<file path="src/predecodePkg.sv">
package predecodePkg;

  // Bundle geometry.
  localparam int ParcelWidth = 16;
  localparam int NumParcels = 15;
  localparam int ParcelBits = NumParcels * ParcelWidth;
  localparam int BundleWidth = 256;
  localparam int StopBase = 240;   // Stop bit of parcel 0.
  localparam int WindowWidth = 80;

  // Limits per instruction and per bundle.
  localparam int MaxLen = 5;       // In parcels.
  localparam int MaxInstr = 12;
  localparam int MaxJumps = 4;

  localparam int OffWidth = 4;
  localparam int LenWidth = 3;
  localparam int CntWidth = 4;
  localparam int MagicWidth = 4;

  // Class vector bit positions.
  localparam int ClassWidth = 8;
  localparam int ClsJump = 0;
  localparam int ClsIndir = 1;
  localparam int ClsAlu = 2;
  localparam int ClsShift = 3;
  localparam int ClsMul = 4;
  localparam int ClsLoad = 5;
  localparam int ClsStore = 6;
  localparam int ClsSys = 7;

  localparam logic [7:0] OpLongCondJump = 8'd180;
  localparam logic [7:0] OpUncondJump = 8'd181;
  localparam logic [7:0] OpIndirGroup = 8'd182;  // Indirect jump, call, return.
  localparam logic [7:0] OpSys = 8'd255;

  // Scan FSM encoding.
  localparam int StateWidth = 3;
  localparam logic [StateWidth-1:0] StIdle = 3'd0;
  localparam logic [StateWidth-1:0] StLoad = 3'd1;
  localparam logic [StateWidth-1:0] StIssue = 3'd2;
  localparam logic [StateWidth-1:0] StWaitAckLow = 3'd3;
  localparam logic [StateWidth-1:0] StFinish = 3'd4;
  localparam logic [StateWidth-1:0] StWaitReqLow = 3'd5;

  // Low instruction word as seen by the two encodings.
  typedef union packed {
    struct packed {
      logic [15:0] operands;
      logic [2:0] subFunc;
      logic [4:0] regField;
      logic [7:0] opMain;
    } longForm;
    struct packed {
      logic [25:0] operands;
      logic [5:0] opSub;
    } compact;
  } instrWord_u;

endpackage
</file>
<file path="src/predecodeTop.sv">
`timescale 1ns/1ns

module predecodeTop import predecodePkg::*; (
  input  logic clk,
  input  logic rstN,
  input  logic bundleReq,
  input  logic [BundleWidth-1:0] bundle,
  input  logic [OffWidth-1:0] startOff,
  output logic bundleAck,
  output logic [CntWidth-1:0] insCount,
  output logic [CntWidth-1:0] jumpCount,
  output logic hasJumps,
  output logic overflowError,
  output logic jumpError,
  output logic insReq,
  output logic [WindowWidth-1:0] insWord,
  output logic [OffWidth-1:0] insOff,
  output logic [LenWidth-1:0] insLen,
  output logic [ClassWidth-1:0] insClass,
  input  logic insAck
);

  logic load;
  logic step;
  logic clear;
  logic scanDone;
  logic overLength;
  logic isJump;
  logic [MagicWidth-1:0] magic;

  predecodeCtrl ctrl (
    .clk(clk),
    .rstN(rstN),
    .bundleReq(bundleReq),
    .insAck(insAck),
    .scanDone(scanDone),
    .bundleAck(bundleAck),
    .insReq(insReq),
    .load(load),
    .step(step),
    .clear(clear)
  );

  parcelCounter counter (
    .clk(clk),
    .rstN(rstN),
    .load(load),
    .step(step),
    .clear(clear),
    .startOff(startOff),
    .insLen(insLen),
    .isJump(isJump),
    .overLength(overLength),
    .index(insOff),            // The issued offset is the scan index.
    .insCount(insCount),
    .jumpCount(jumpCount),
    .hasJumps(hasJumps),
    .overflowError(overflowError),
    .jumpError(jumpError),
    .scanDone(scanDone)
  );

  bundleWindow windowSel (
    .clk(clk),
    .rstN(rstN),
    .load(load),
    .bundle(bundle),
    .index(insOff),
    .window(insWord),
    .magic(magic),
    .insLen(insLen),
    .overLength(overLength)
  );

  instrClassifier classifier (
    .window(insWord),
    .magic(magic),
    .insClass(insClass),
    .isJump(isJump)
  );

endmodule

</file>
<file path="src/instrClassifier.sv">
`timescale 1ns/1ns

module instrClassifier import predecodePkg::*; (
  input  logic [WindowWidth-1:0] window,
  input  logic [MagicWidth-1:0] magic,
  output logic [ClassWidth-1:0] insClass,
  output logic isJump
);

  instrWord_u word;
  logic isLong;
  logic [7:0] opMain;
  logic [2:0] subFunc;
  logic [5:0] opSub;

  logic isBasicAlu;
  logic isBasicMul;
  logic isBasicShift;
  logic isCmpTest;
  logic isLoadStore;
  logic isCondJump;
  logic isDirJump;
  logic isIndirGroup;
  logic isIndirJump;
  logic isCall;
  logic isRet;
  logic isSys;

  logic subIsAlu;
  logic subIsShift;
  logic subIsJump;

  assign word = window[31:0];
  assign isLong = magic[0];  // Next parcel continues the instruction.
  assign opMain = word.longForm.opMain;
  assign subFunc = word.longForm.subFunc;
  assign opSub = word.compact.opSub;

  // Long form.
  assign isBasicAlu = (opMain < 8'd40) && ~opMain[2] && isLong;
  assign isBasicMul = (opMain < 8'd40) && opMain[2] && isLong;
  assign isBasicShift = (opMain >= 8'd40) && (opMain <= 8'd45) && isLong;
  assign isCmpTest = (opMain >= 8'd46) && (opMain <= 8'd53) && isLong;

  // 64 to 95 and 112 to 127.
  assign isLoadStore = (opMain[7:5] == 3'b010 || opMain[7:4] == 4'b0111) && isLong;

  assign isCondJump = (opMain[7:4] == 4'b1010) && isLong;  // 160 to 175.
  assign isDirJump = (opMain == OpLongCondJump || opMain == OpUncondJump) && isLong;

  assign isIndirGroup = (opMain == OpIndirGroup) && isLong;
  assign isIndirJump = isIndirGroup && (subFunc == 3'd0);
  assign isCall = isIndirGroup && (subFunc == 3'd1 || subFunc == 3'd2);
  assign isRet = isIndirGroup && (subFunc == 3'd3);

  assign isSys = (opMain == OpSys) && isLong;

  // Compact 16-bit form.
  assign subIsAlu = (opSub < 6'd20) && ~isLong;
  assign subIsShift = (opSub >= 6'd20) && (opSub <= 6'd31) && opSub[0] && ~isLong;
  assign subIsJump = (opSub[5:2] == 4'b1100) && ~isLong;

  assign insClass[ClsJump] = |{
    isCondJump,
    isDirJump,
    isIndirJump,
    isCall,
    isRet,
    subIsJump
  };

  assign insClass[ClsIndir] = isIndirJump | isRet;

  assign insClass[ClsAlu] = |{
    isBasicAlu,
    isCmpTest,
    isCondJump,  // Compare-and-branch uses the ALU too.
    subIsAlu
  };

  assign insClass[ClsShift] = isBasicShift | subIsShift;
  assign insClass[ClsMul] = isBasicMul;
  assign insClass[ClsLoad] = isLoadStore & ~opMain[0];
  assign insClass[ClsStore] = (isLoadStore & opMain[0]) | isCall;  // Call pushes the link.
  assign insClass[ClsSys] = isSys;

  assign isJump = insClass[ClsJump];

endmodule

</file>
<file path="src/bundleWindow.sv">
`timescale 1ns/1ns

module bundleWindow import predecodePkg::*; (
  input  logic clk,
  input  logic rstN,
  input  logic load,
  input  logic [BundleWidth-1:0] bundle,
  input  logic [OffWidth-1:0] index,
  output logic [WindowWidth-1:0] window,
  output logic [MagicWidth-1:0] magic,
  output logic [LenWidth-1:0] insLen,
  output logic overLength
);

  logic [ParcelBits-1:0] parcels;
  logic [NumParcels-1:0] stops;
  logic [ParcelBits+WindowWidth-1:0] padParcels;
  logic [NumParcels+MaxLen-1:0] magicStops;
  logic [NumParcels+MaxLen-1:0] endStops;
  logic [MaxLen-1:0] endWin;

  always_ff @(posedge clk) begin
    if (load) begin
      parcels <= bundle[ParcelBits-1:0];
    end
  end

  always_ff @(posedge clk) begin
    if (!rstN) begin
      stops <= '1;
    end else if (load) begin
      stops <= bundle[StopBase +: NumParcels];
    end
  end

  assign padParcels = {{WindowWidth{1'b0}}, parcels};  // Zero past parcel 14.
  assign window = padParcels[index*ParcelWidth +: WindowWidth];

  assign magicStops = {{MaxLen{1'b1}}, stops};
  assign magic = ~magicStops[index +: MagicWidth];

  // Parcel 14 ends the last instruction whatever its stop bit says.
  assign endStops = {{MaxLen{1'b1}}, 1'b1, stops[NumParcels-2:0]};
  assign endWin = endStops[index +: MaxLen];

  always_comb begin
    insLen = '0;
    overLength = ~|endWin;
    for (int i = MaxLen - 1; i >= 0; i--) begin
      if (endWin[i]) begin
        insLen = LenWidth'(i + 1);  // First stop wins.
      end
    end
  end

endmodule

</file>
<file path="src/parcelCounter.sv">
`timescale 1ns/1ns

module parcelCounter import predecodePkg::*; (
  input  logic clk,
  input  logic rstN,
  input  logic load,
  input  logic step,
  input  logic clear,
  input  logic [OffWidth-1:0] startOff,
  input  logic [LenWidth-1:0] insLen,
  input  logic isJump,
  input  logic overLength,
  output logic [OffWidth-1:0] index,
  output logic [CntWidth-1:0] insCount,
  output logic [CntWidth-1:0] jumpCount,
  output logic hasJumps,
  output logic overflowError,
  output logic jumpError,
  output logic scanDone
);

  logic pastEnd;
  logic limitHit;

  always_ff @(posedge clk) begin
    if (!rstN) begin
      index <= '0;
      insCount <= '0;
      jumpCount <= '0;
    end else if (clear) begin
      insCount <= '0;
      jumpCount <= '0;
    end else if (load) begin
      index <= startOff;
    end else if (step) begin
      // Parcel 14 always ends an instruction, so the sum stops at 15.
      index <= index + OffWidth'(insLen);
      insCount <= insCount + CntWidth'(1);
      jumpCount <= jumpCount + CntWidth'(isJump);
    end
  end

  assign pastEnd = index >= OffWidth'(NumParcels);
  assign limitHit = insCount == CntWidth'(MaxInstr);
  assign scanDone = pastEnd || limitHit || overLength;

  // Running off the end is normal unless nothing could be issued.
  assign overflowError = pastEnd ? (insCount == '0) : (limitHit || overLength);

  assign hasJumps = |jumpCount;
  assign jumpError = jumpCount > CntWidth'(MaxJumps);

endmodule

</file>
<file path="src/predecodeCtrl.sv">
`timescale 1ns/1ns

module predecodeCtrl import predecodePkg::*; (
  input  logic clk,
  input  logic rstN,
  input  logic bundleReq,
  input  logic insAck,
  input  logic scanDone,
  output logic bundleAck,
  output logic insReq,
  output logic load,
  output logic step,
  output logic clear
);

  logic [StateWidth-1:0] state;
  logic [StateWidth-1:0] nextState;

  always_ff @(posedge clk) begin
    if (!rstN) begin
      state <= StIdle;
      step <= 1'b0;
    end else begin
      state <= nextState;
      step <= (state == StIssue) && insAck;  // One pulse per accepted instruction.
    end
  end

  always_comb begin
    nextState = state;
    case (state)
      StIdle: begin
        if (bundleReq) begin
          nextState = StLoad;
        end
      end
      // Index and bundle settle for one cycle before the first decision.
      StLoad: nextState = StWaitAckLow;
      StIssue: begin
        if (insAck) begin
          nextState = StWaitAckLow;
        end
      end
      StWaitAckLow: begin
        if (!insAck) begin
          nextState = scanDone ? StFinish : StIssue;
        end
      end
      StFinish: nextState = StWaitReqLow;
      StWaitReqLow: begin
        if (!bundleReq) begin
          nextState = StIdle;
        end
      end
      default: nextState = StIdle;
    endcase
  end

  assign load = (state == StLoad);
  assign clear = (state == StIdle);  // Counts start from zero for every bundle.
  assign insReq = (state == StIssue);
  assign bundleAck = (state == StFinish) || (state == StWaitReqLow);

endmodule

</file>
<file path="config.mk">
export PLATFORM = sky130hd
export DESIGN_NAME = predecodeTop
export DESIGN_NICKNAME = d
export VERILOG_FILES = /design/src/predecodePkg.sv /design/src/predecodeTop.sv /design/src/instrClassifier.sv /design/src/bundleWindow.sv /design/src/parcelCounter.sv /design/src/predecodeCtrl.sv
export SDC_FILE = /design/constraint.sdc
export NUM_CORES = 1
export LEC_CHECK = 0
export BUFFER_PORTS_ARGS = -buffer_cell sky130_fd_sc_hd__buf_2
export CORE_AREA = 2 2 181 183
export CTS_CLUSTER_DIAMETER = 50
export DETAILED_ROUTE_END_ITERATION = 10
export DIE_AREA = 0 0 183 185
export PLACE_DENSITY = 0.71
export SYNTH_ARGS = -nofsm -noshare
export SYNTH_HDL_FRONTEND = slang
export SYNTH_HIERARCHICAL = 1
export SYNTH_SLANG_ARGS = --single-unit
</file>
<file path="constraint.sdc">
create_clock -name clk -period 56.8 [get_ports clk]
set_input_delay 2.84 -clock clk [delete_from_list [all_inputs] [get_ports clk]]
set_output_delay 2.84 -clock clk [all_outputs]
set_load 0.01 [all_outputs]
</file>
### Word-level counts from Yosys, hierarchy flattened

Cells that the tools add are included.
W data, S select, Z words.

* logic and storage cells: 112
* bits of input ports: 264
* register bits after elaboration: 271
* output and inout port bits: 108

* $lt $le $gt $ge: 10
* multiplexer cells: 14
* add/subtract/negate cells: 3
* shift-type cells: 3
* reduce and logical (&&, ||, !) cells: 42
* equality and inequality tests: 21
* bitwise logic cells: 12

Operators by type and width (number)
* $shiftx A320 B9 Y80: 1
* $eq A8 B8 Y1 const B: 4
* $mux W3: 10
* $logic_and A1 B1 Y1: 22
* $shiftx A20 B5 Y1: 1
* $shiftx A20 B5 Y5: 1
* $pmux W3 S6: 1
* $ge A8 B6 Y1 const B: 2
* $le A8 B6 Y1 const B: 2
* $eq A3 B2 Y1 const B: 5
* $eq A4 B4 Y1 const B: 3
* $lt A8 B6 Y1 const B: 1
* $mux W4: 2
* $reduce_or A4 Y1: 2
* $logic_or A1 B1 Y1: 7
* $not A1 Y1: 7
* $eq A3 B1 Y1 const B: 2
* $eq A3 B3 Y1 const B: 2
* $ge A6 B5 Y1 const B: 1
* $le A6 B5 Y1 const B: 1
* $logic_not A3 Y1: 2
* $lt A6 B5 Y1 const B: 1
* $ne A2 B2 Y1 const B: 3
* $reduce_or A6 Y1: 1
* other kinds (17): 21

### Depth between registers and ports, before layout

Gate-level depths: netlist (run 1).

* depth in word-level cells: 9
* depth in mapped cells: 18

### Modules after synthesis

The synthesis (run 1) kept the hierarchy.

By module, submodules not included
* bundleWindow: instances 1, seq. area each 7507.2 um2, cells an instance 1119, area each 14816.7 um2
* parcelCounter: instances 1, seq. area each 240.2 um2, cells an instance 82, area each 744.5 um2
* instrClassifier: instances 1, seq. area each 0.0 um2, cells an instance 45, area each 290.3 um2
* predecodeCtrl: instances 1, seq. area each 80.1 um2, cells an instance 23, area each 203.9 um2

### Worst setup path after synthesis (run 1)

OpenSTA, ideal clock, no wires.

* path kind: register to register
* from: register ctrl.state[0]
* to: register counter.index[3]
* library setup time: 0.120 ns
* required time: 56.680 ns
* setup slack: 38.393 ns
* cell stages (with the launch flop): 7
* data arrival time: 18.287 ns
* path through: dfxtp_1 > inv_1 > nor3_1 > buf_6 > o21ba_2 > o21ai_0 > o31a_1

* word-level cells in the longest chain between the ends: 3

Ends and longest elaborated chain
* start, declared: RTL line predecodeCtrl.sv:16 `logic [StateWidth-1:0] state;`
* start signal, assigned: RTL line predecodeCtrl.sv:21 `state <= StIdle;`
* start signal, assigned: RTL line predecodeCtrl.sv:24 `state <= nextState;`
* $eq A3 B1 Y1 *: RTL line predecodeCtrl.sv:59 `assign load = (state == StLoad);`
* net load: RTL line predecodeTop.sv:23 `logic load;`
* $reduce_bool A2 Y1 (no source line)
* $reduce_and A2 Y1 (no source line)
* end signal, assigned: RTL line parcelCounter.sv:34 `index <= startOff;`
* end signal, assigned: RTL line parcelCounter.sv:37 `index <= index + OffWidth'(insLen);`
* end, declared: RTL line parcelCounter.sv:13 `output logic [OffWidth-1:0] index,`

The timed path passes the listed nets; every way through them passes the cells marked *.
A chain may end at the register's enable or synchronous reset.

### Worst setup path after layout (run 1)

* from: register counter.index[0]
* to: output port insClass[2]

* word-level cells in the longest chain between the ends: 5

Ends and longest elaborated chain
* $shiftx A320 B9 Y80 / $shiftx A20 B5 Y1 (equally long branches): RTL line bundleWindow.sv:37, bundleWindow.sv:40
* $ge A8 B6 Y1 (tied with other cells): RTL line instrClassifier.sv:43 `assign isCmpTest = (opMain >= 8'd46) && (opMain <= 8'd53) && isLong;`
* $logic_and A1 B1 Y1 (tied with other cells): RTL line instrClassifier.sv:43
* $logic_and A1 B1 Y1, on equally long branches: RTL line instrClassifier.sv:43, instrClassifier.sv:40, instrClassifier.sv:59
* $reduce_or A4 Y1 *: RTL line instrClassifier.sv:74 `assign insClass[ClsAlu] = |{`
* end, declared: RTL line predecodeTop.sv:19 `output logic [ClassWidth-1:0] insClass,`

Mark *: on every way between the ends. The rest lies on a longest branch, timed or not.

==> impl_metrics.toml, run 1 <==
[setup_path]
reg2regPathDepth = 14
r2r_end = "counter/jumpCount[3]$_SDFFE_PP0P_"
crit_required_ps = 53960
r2r-start = "counter/index[0]$_SDFFE_PN0P_"
path_max_fanout = 64
arrival_ps = 5410
cp-start-kind = "register"
critPathKind = "register to output port"
r2r_slack_ps = 51430
critPathCaptureType = "output port"

[clocking]
cts_tree = "yes"
clock_sinks = 271
cts_buffers = 35
cts_htree_levels = 2
clkSlewWorstSetupHoldPaths_ps = 60
clock-root-buffer = "clkbuf_16"
holdBufCountCts = 0
cts_resized = 0
clk_latency_ps = 500
cts_setup_buffers = 0
clockBufferDepth = 3

[worst_hold_path]
hold_depth = 2
hp-class = "register to register"
min_to = "windowSel/stops[0]$_SDFFE_PN1P_"
worstHoldStart = "windowSel/stops[0]$_SDFFE_PN1P_"

[synthesis]
synthCells = 1261
syn-cell-area_sq_mm = 0.0160
syn-num-nets = 1533
ys_warn_count = 6
avgSynthCellArea_sq_um = 12.7

[global_routing]
grt_pass1_wl_mm = 67.2
globalRouteOverflowTotal = 0
antenna_found_initial = 18
grt_pass1_vias = 12000
grt_max_degree = 190
grt_use_total = 0.258

[sta]
hold_viol_final = 0
worst_pin_slew_ps = 1140
clock.fmax_mhz = 121
rsz0062_at_grt = "false"
maxSlewViolCount = 0
fin_crit_ps = 8250
setup_viol_count_final = 0
setup-tns-final_ps = 0
fin_crit_sh = 0.145
finClkSkew_ps = 16.2
slew_headroom = 0.240

[final_layout]
final_nets = 1849
finalInstanceArea_sq_mm = 0.0192
area_growth_syn_to_layout_pct = 20.0
drive_gt1_frac = 0.366

[routing]
drtAntennaViolNets = 0
drtPass1Iterations = 5
drtIter0Drc = 1106
vias_per_cell = 6.10
avgRoutedWirePerCell_microns = 22.1
route.detailed.drc = 0
drt-total-wl_mm = 44.9
vias = 12400

[power_and_ir_drop]
power_density_mw_per_mm2 = 36.1
peakVddDrop_mv = 0.0290
p_int_uw = 468
p_seq_frac = 0.374
p_switching_uw = 225
netSwitchingFraction = 0.325
combPwrFrac = 0.309
p_clk_frac = 0.317
p_leak_nw = 6.91

[floorplanning]
num_io_pins = 372
start_util = 0.499
dieArea_sq_mm = 0.0339
coreArea_sq_mm = 0.0320
die_x_microns = 183
rows = 66
die_h_microns = 185

[placed_design]
dp_hpwl_mm = 30.9
gp_congestion = 0.905
portBuffers = 370
dpl-instance-area_sq_mm = 0.0180

[job]
maxCapViolations = 0

[status]
outcome = "finished clean"
## critical path, cell delays in order (launching register included)
cell      delay (ps)
dfxtp_4          590
buf_4            800
clkinv_2         560
buf_4            540
mux2i_1          310
nand2_1           70
and3_1           180
a21oi_1          760
and4b_1          300
a211oi_1          70
o311ai_0         440
buf_2            220
## worst max path at each step
stage,start,end,slack (ps),cells past startpoint
2_1_floorplan,ctrl/state[0]$_SDFFE_PN0P_,counter/index[3]$_SDFFE_PN0P_,38390,6
3_3_place_gp,counter/index[0]$_SDFFE_PN0P_,insClass[2],49250,11
3_5_place_dp,counter/index[0]$_SDFFE_PN0P_,insClass[2],49140,11
4_1_cts,counter/index[0]$_SDFFE_PN0P_,insClass[2],48560,11
5_1_grt,counter/index[0]$_SDFFE_PN0P_,insClass[2],48170,11
6_report,counter/index[0]$_SDFFE_PN0P_,insClass[2],48550,11
## flip-flops by register name, summed over array words and instances (netlist names)
register           count
ctrl/state             3
counter/jumpCount      4
windowSel/stops       15
ctrl/step              1
counter/insCount       4
windowSel/parcels    240
counter/index          4
## power by group through the flow
stage | Sequential [mW] | Clock (mW) | Combinational, mW
floorplan | 0.264 | 0 | 0.149
global placement | 0.262 | 0 | 0.210
detailed placement | 0.262 | 0 | 0.213
CTS | 0.258 | 0.224 | 0.214
global route | 0.261 | 0.232 | 0.231
finish | 0.259 | 0.219 | 0.214
## layer usage
metal	track usage	share of wire	vias up
met3	0.0499	0.081	104
li1	-	-	5624
met5	0	0.00062	-
met4	0.0918	0.030	6
met2	0.431	0.49	628
met1	0.338	0.40	6005
## cell type report
type	instances	area [sq um]
antenna	16	40.0
timing repair buffer	389	2020
sequential	271	7840
clock buffer	39	933
fill	2571	12900
tap	408	510
inverter	14	53.8
multi-input combinational	866	7550
clock inverter	24	239
## cell usage in the layout (no fill, tap or decap), types with 18 or more instances in the layout
| cell type | count |
|---|---|
| buf_2 | 370 |
| edfxtp_1 | 240 |
| mux2i_1 | 188 |
| nand2_1 | 117 |
| mux4_2 | 97 |
| o21ai_0 | 85 |
| a21oi_1 | 78 |
| nor2b_1 | 38 |
| a211oi_1 | 37 |
| clkbuf_16 | 37 |
| nor2_1 | 31 |
| dfxtp_1 | 27 |
| o22ai_1 | 25 |
| o211ai_1 | 18 |
| mux2_2 | 18 |
## metrics by stage
stage,worst slack [ps],std cells,util,hold slack [ps],power [mW]
after floorplan,38390,1261,-,432,0.413
after global placement,49250,1948,0.561,460,0.471
after detailed placement,49140,1948,0.561,465,0.475
after CTS,48560,2011,0.598,477,0.696
after global routing,48170,2023,0.599,494,0.725
final,48550,2027,0.599,487,0.692
No activity file was read; power rests on OpenSTA's default activity.
==> inputs of run 2 (changes only) <==
- clock period: 56.8 -> 8.3 ns (I/O delays scaled with it)
==> run 2 against run 1 <==
Critical path depth shrank 1. Clock power increased to 6.6 times the previous value. Routed wire length decreased by 0.30%. First-iteration DRC count is 2.4% lower. Hold slack got worse by 410 ps. Critical endpoint unchanged. Worst setup slack lost 45000 ps. Cell count is essentially flat.
==> impl_metrics.toml, run 2 (synthesis gave the netlist of run 1 again) <==
[global_routing]
grt_use_total = 0.258
grt_max_degree = 170
antenna_found_initial = 21
grt_pass1_vias = 12100
grt_pass1_wl_mm = 67.3
globalRouteOverflowTotal = 0

[floorplanning]
num_io_pins = 372
coreArea_sq_mm = 0.0320
die_h_microns = 185
dieArea_sq_mm = 0.0339
die_x_microns = 183
rows = 66
start_util = 0.499

[setup_path]
path_delay_family = "buffers and inverters"
path_cells = "buf_4, buf_4, mux4_2, nand2_1, and3_1, a21oi_1, and4b_1, a211oi_1, o311ai_0, buf_2"
crit_required_ps = 7890
max_stage_delay_ps = 740
cpMostUsedCell = "buf_4"
critPathKind = "register to output port"
critPathCaptureType = "output port"
slowest_stage = "buf_4"
path_max_fanout = 60
cp-start-kind = "register"
cp_num_buf_inv = 3
arrival_ps = 4800

[routing]
drtAntennaViolNets = 0
vias = 12400
drtIter0Drc = 1080
drt-total-wl_mm = 44.7
drtPass1Iterations = 6
vias_per_cell = 6.10
route.detailed.drc = 0
avgRoutedWirePerCell_microns = 22.0

[sta]
clock.fmax_mhz = 192
maxSlewViolCount = 0
setup-tns-final_ps = 0
rsz0062_at_grt = "false"
worst_pin_slew_ps = 1040
fin_crit_ps = 5220
hold_viol_final = 0
finClkSkew_ps = 22.6
slew_headroom = 0.303
setup_viol_count_final = 0
fin_crit_sh = 0.629

[final_layout]
fillers = 2575
reg_top3 = "windowSel/parcels: 240 flops, windowSel/stops: 15 flops"
area_growth_syn_to_layout_pct = 19.6
final_common_cell = "buf_2"
fin_cells = 2029
final_cell_mix = "buf_2, edfxtp_1, mux2i_1"
ff_latch_area_sq_mm = 0.00784
largest_reg_flops = 240
multi_input_area_sq_mm = 0.00756
largest_register = "windowSel/parcels"
drive_gt1_frac = 0.362
final_nets = 1850

[clocking]
cts_setup_buffers = 0
clk_latency_ps = 510
holdBufCountCts = 0
clock_sinks = 271
cts_tree = "yes"
cts_htree_levels = 2
clkSlewWorstSetupHoldPaths_ps = 60
clock-root-buffer = "clkbuf_16"
cts_buffers = 35
cts_resized = 0
clockBufferDepth = 3

[job]
maxCapViolations = 0

[power_and_ir_drop]
p_leak_nw = 6.86
power_density_mw_per_mm2 = 245
peakVddDrop_mv = 0.211

[placed_design]
dp_hpwl_mm = 31.2
portBuffers = 370
gp_congestion = 0.928
dp_cells = 1949

[worst_hold_path]
hp-class = "input pin to register"

[status]
outcome = "finished clean"
[run 2: power breakdown]
group / leakage (nW) / internal [mW] / switching (mW)
Combinational: 3.82 / 0.629 / 0.830
Clock: 0.530 / 0.874 / 0.574
Sequential: 2.51 / 1.65 / 0.128
Total: 6.86 / 3.15 / 1.53
[run 2: path summary, 6_finish.rpt]
check                                                startpoint  cells past startpoint                                 to  slack, ps
worst min-delay path                                bundle[213]                      1   windowSel/parcels[213]$_DFFE_PP_         80
worst max register to register    counter/index[0]$_SDFFE_PN0P_                     12  counter/jumpCount[3]$_SDFFE_PP0P_       3450
worst min register to register  windowSel/stops[0]$_SDFFE_PN1P_                      2    windowSel/stops[0]$_SDFFE_PN1P_        480
worst max-delay path              counter/index[0]$_SDFFE_PN0P_                     10                        insClass[2]       3080
[run 2: area by class of cell]
cell class | instances | area share
Clock inverter | 21 | 0.0112
Timing Repair Buffer | 390 | 0.105
Tap cell | 408 | 0.0267
Multi-Input combinational cell | 866 | 0.395
Clock buffer | 39 | 0.0466
Inverter | 14 | 0.00281
Sequential cell | 271 | 0.410
Antenna cell | 20 | 0.00262
[run 2: through the flow]
stage	cell area, sq um	power [mW]	util	hold WS [ps]	setup WS [ps]
after global placement	18000	3.23	0.561	454	3520
final	19100	4.68	0.597	78.2	3080
after CTS	19100	4.71	0.596	55.2	3080
after floorplan	16000	2.77	-	432	920
after global routing	19100	4.90	0.597	57.2	2840
after detailed placement	18000	3.25	0.561	461	3470
[run 2: layer usage]
layer	track usage	wire length (microns)	vias up
met4	0.110	1690	4
met5	0	27	-
li1	-	-	5630
met1	0.337	17800	5960
met2	0.419	21100	660
met3	0.0549	4120	116
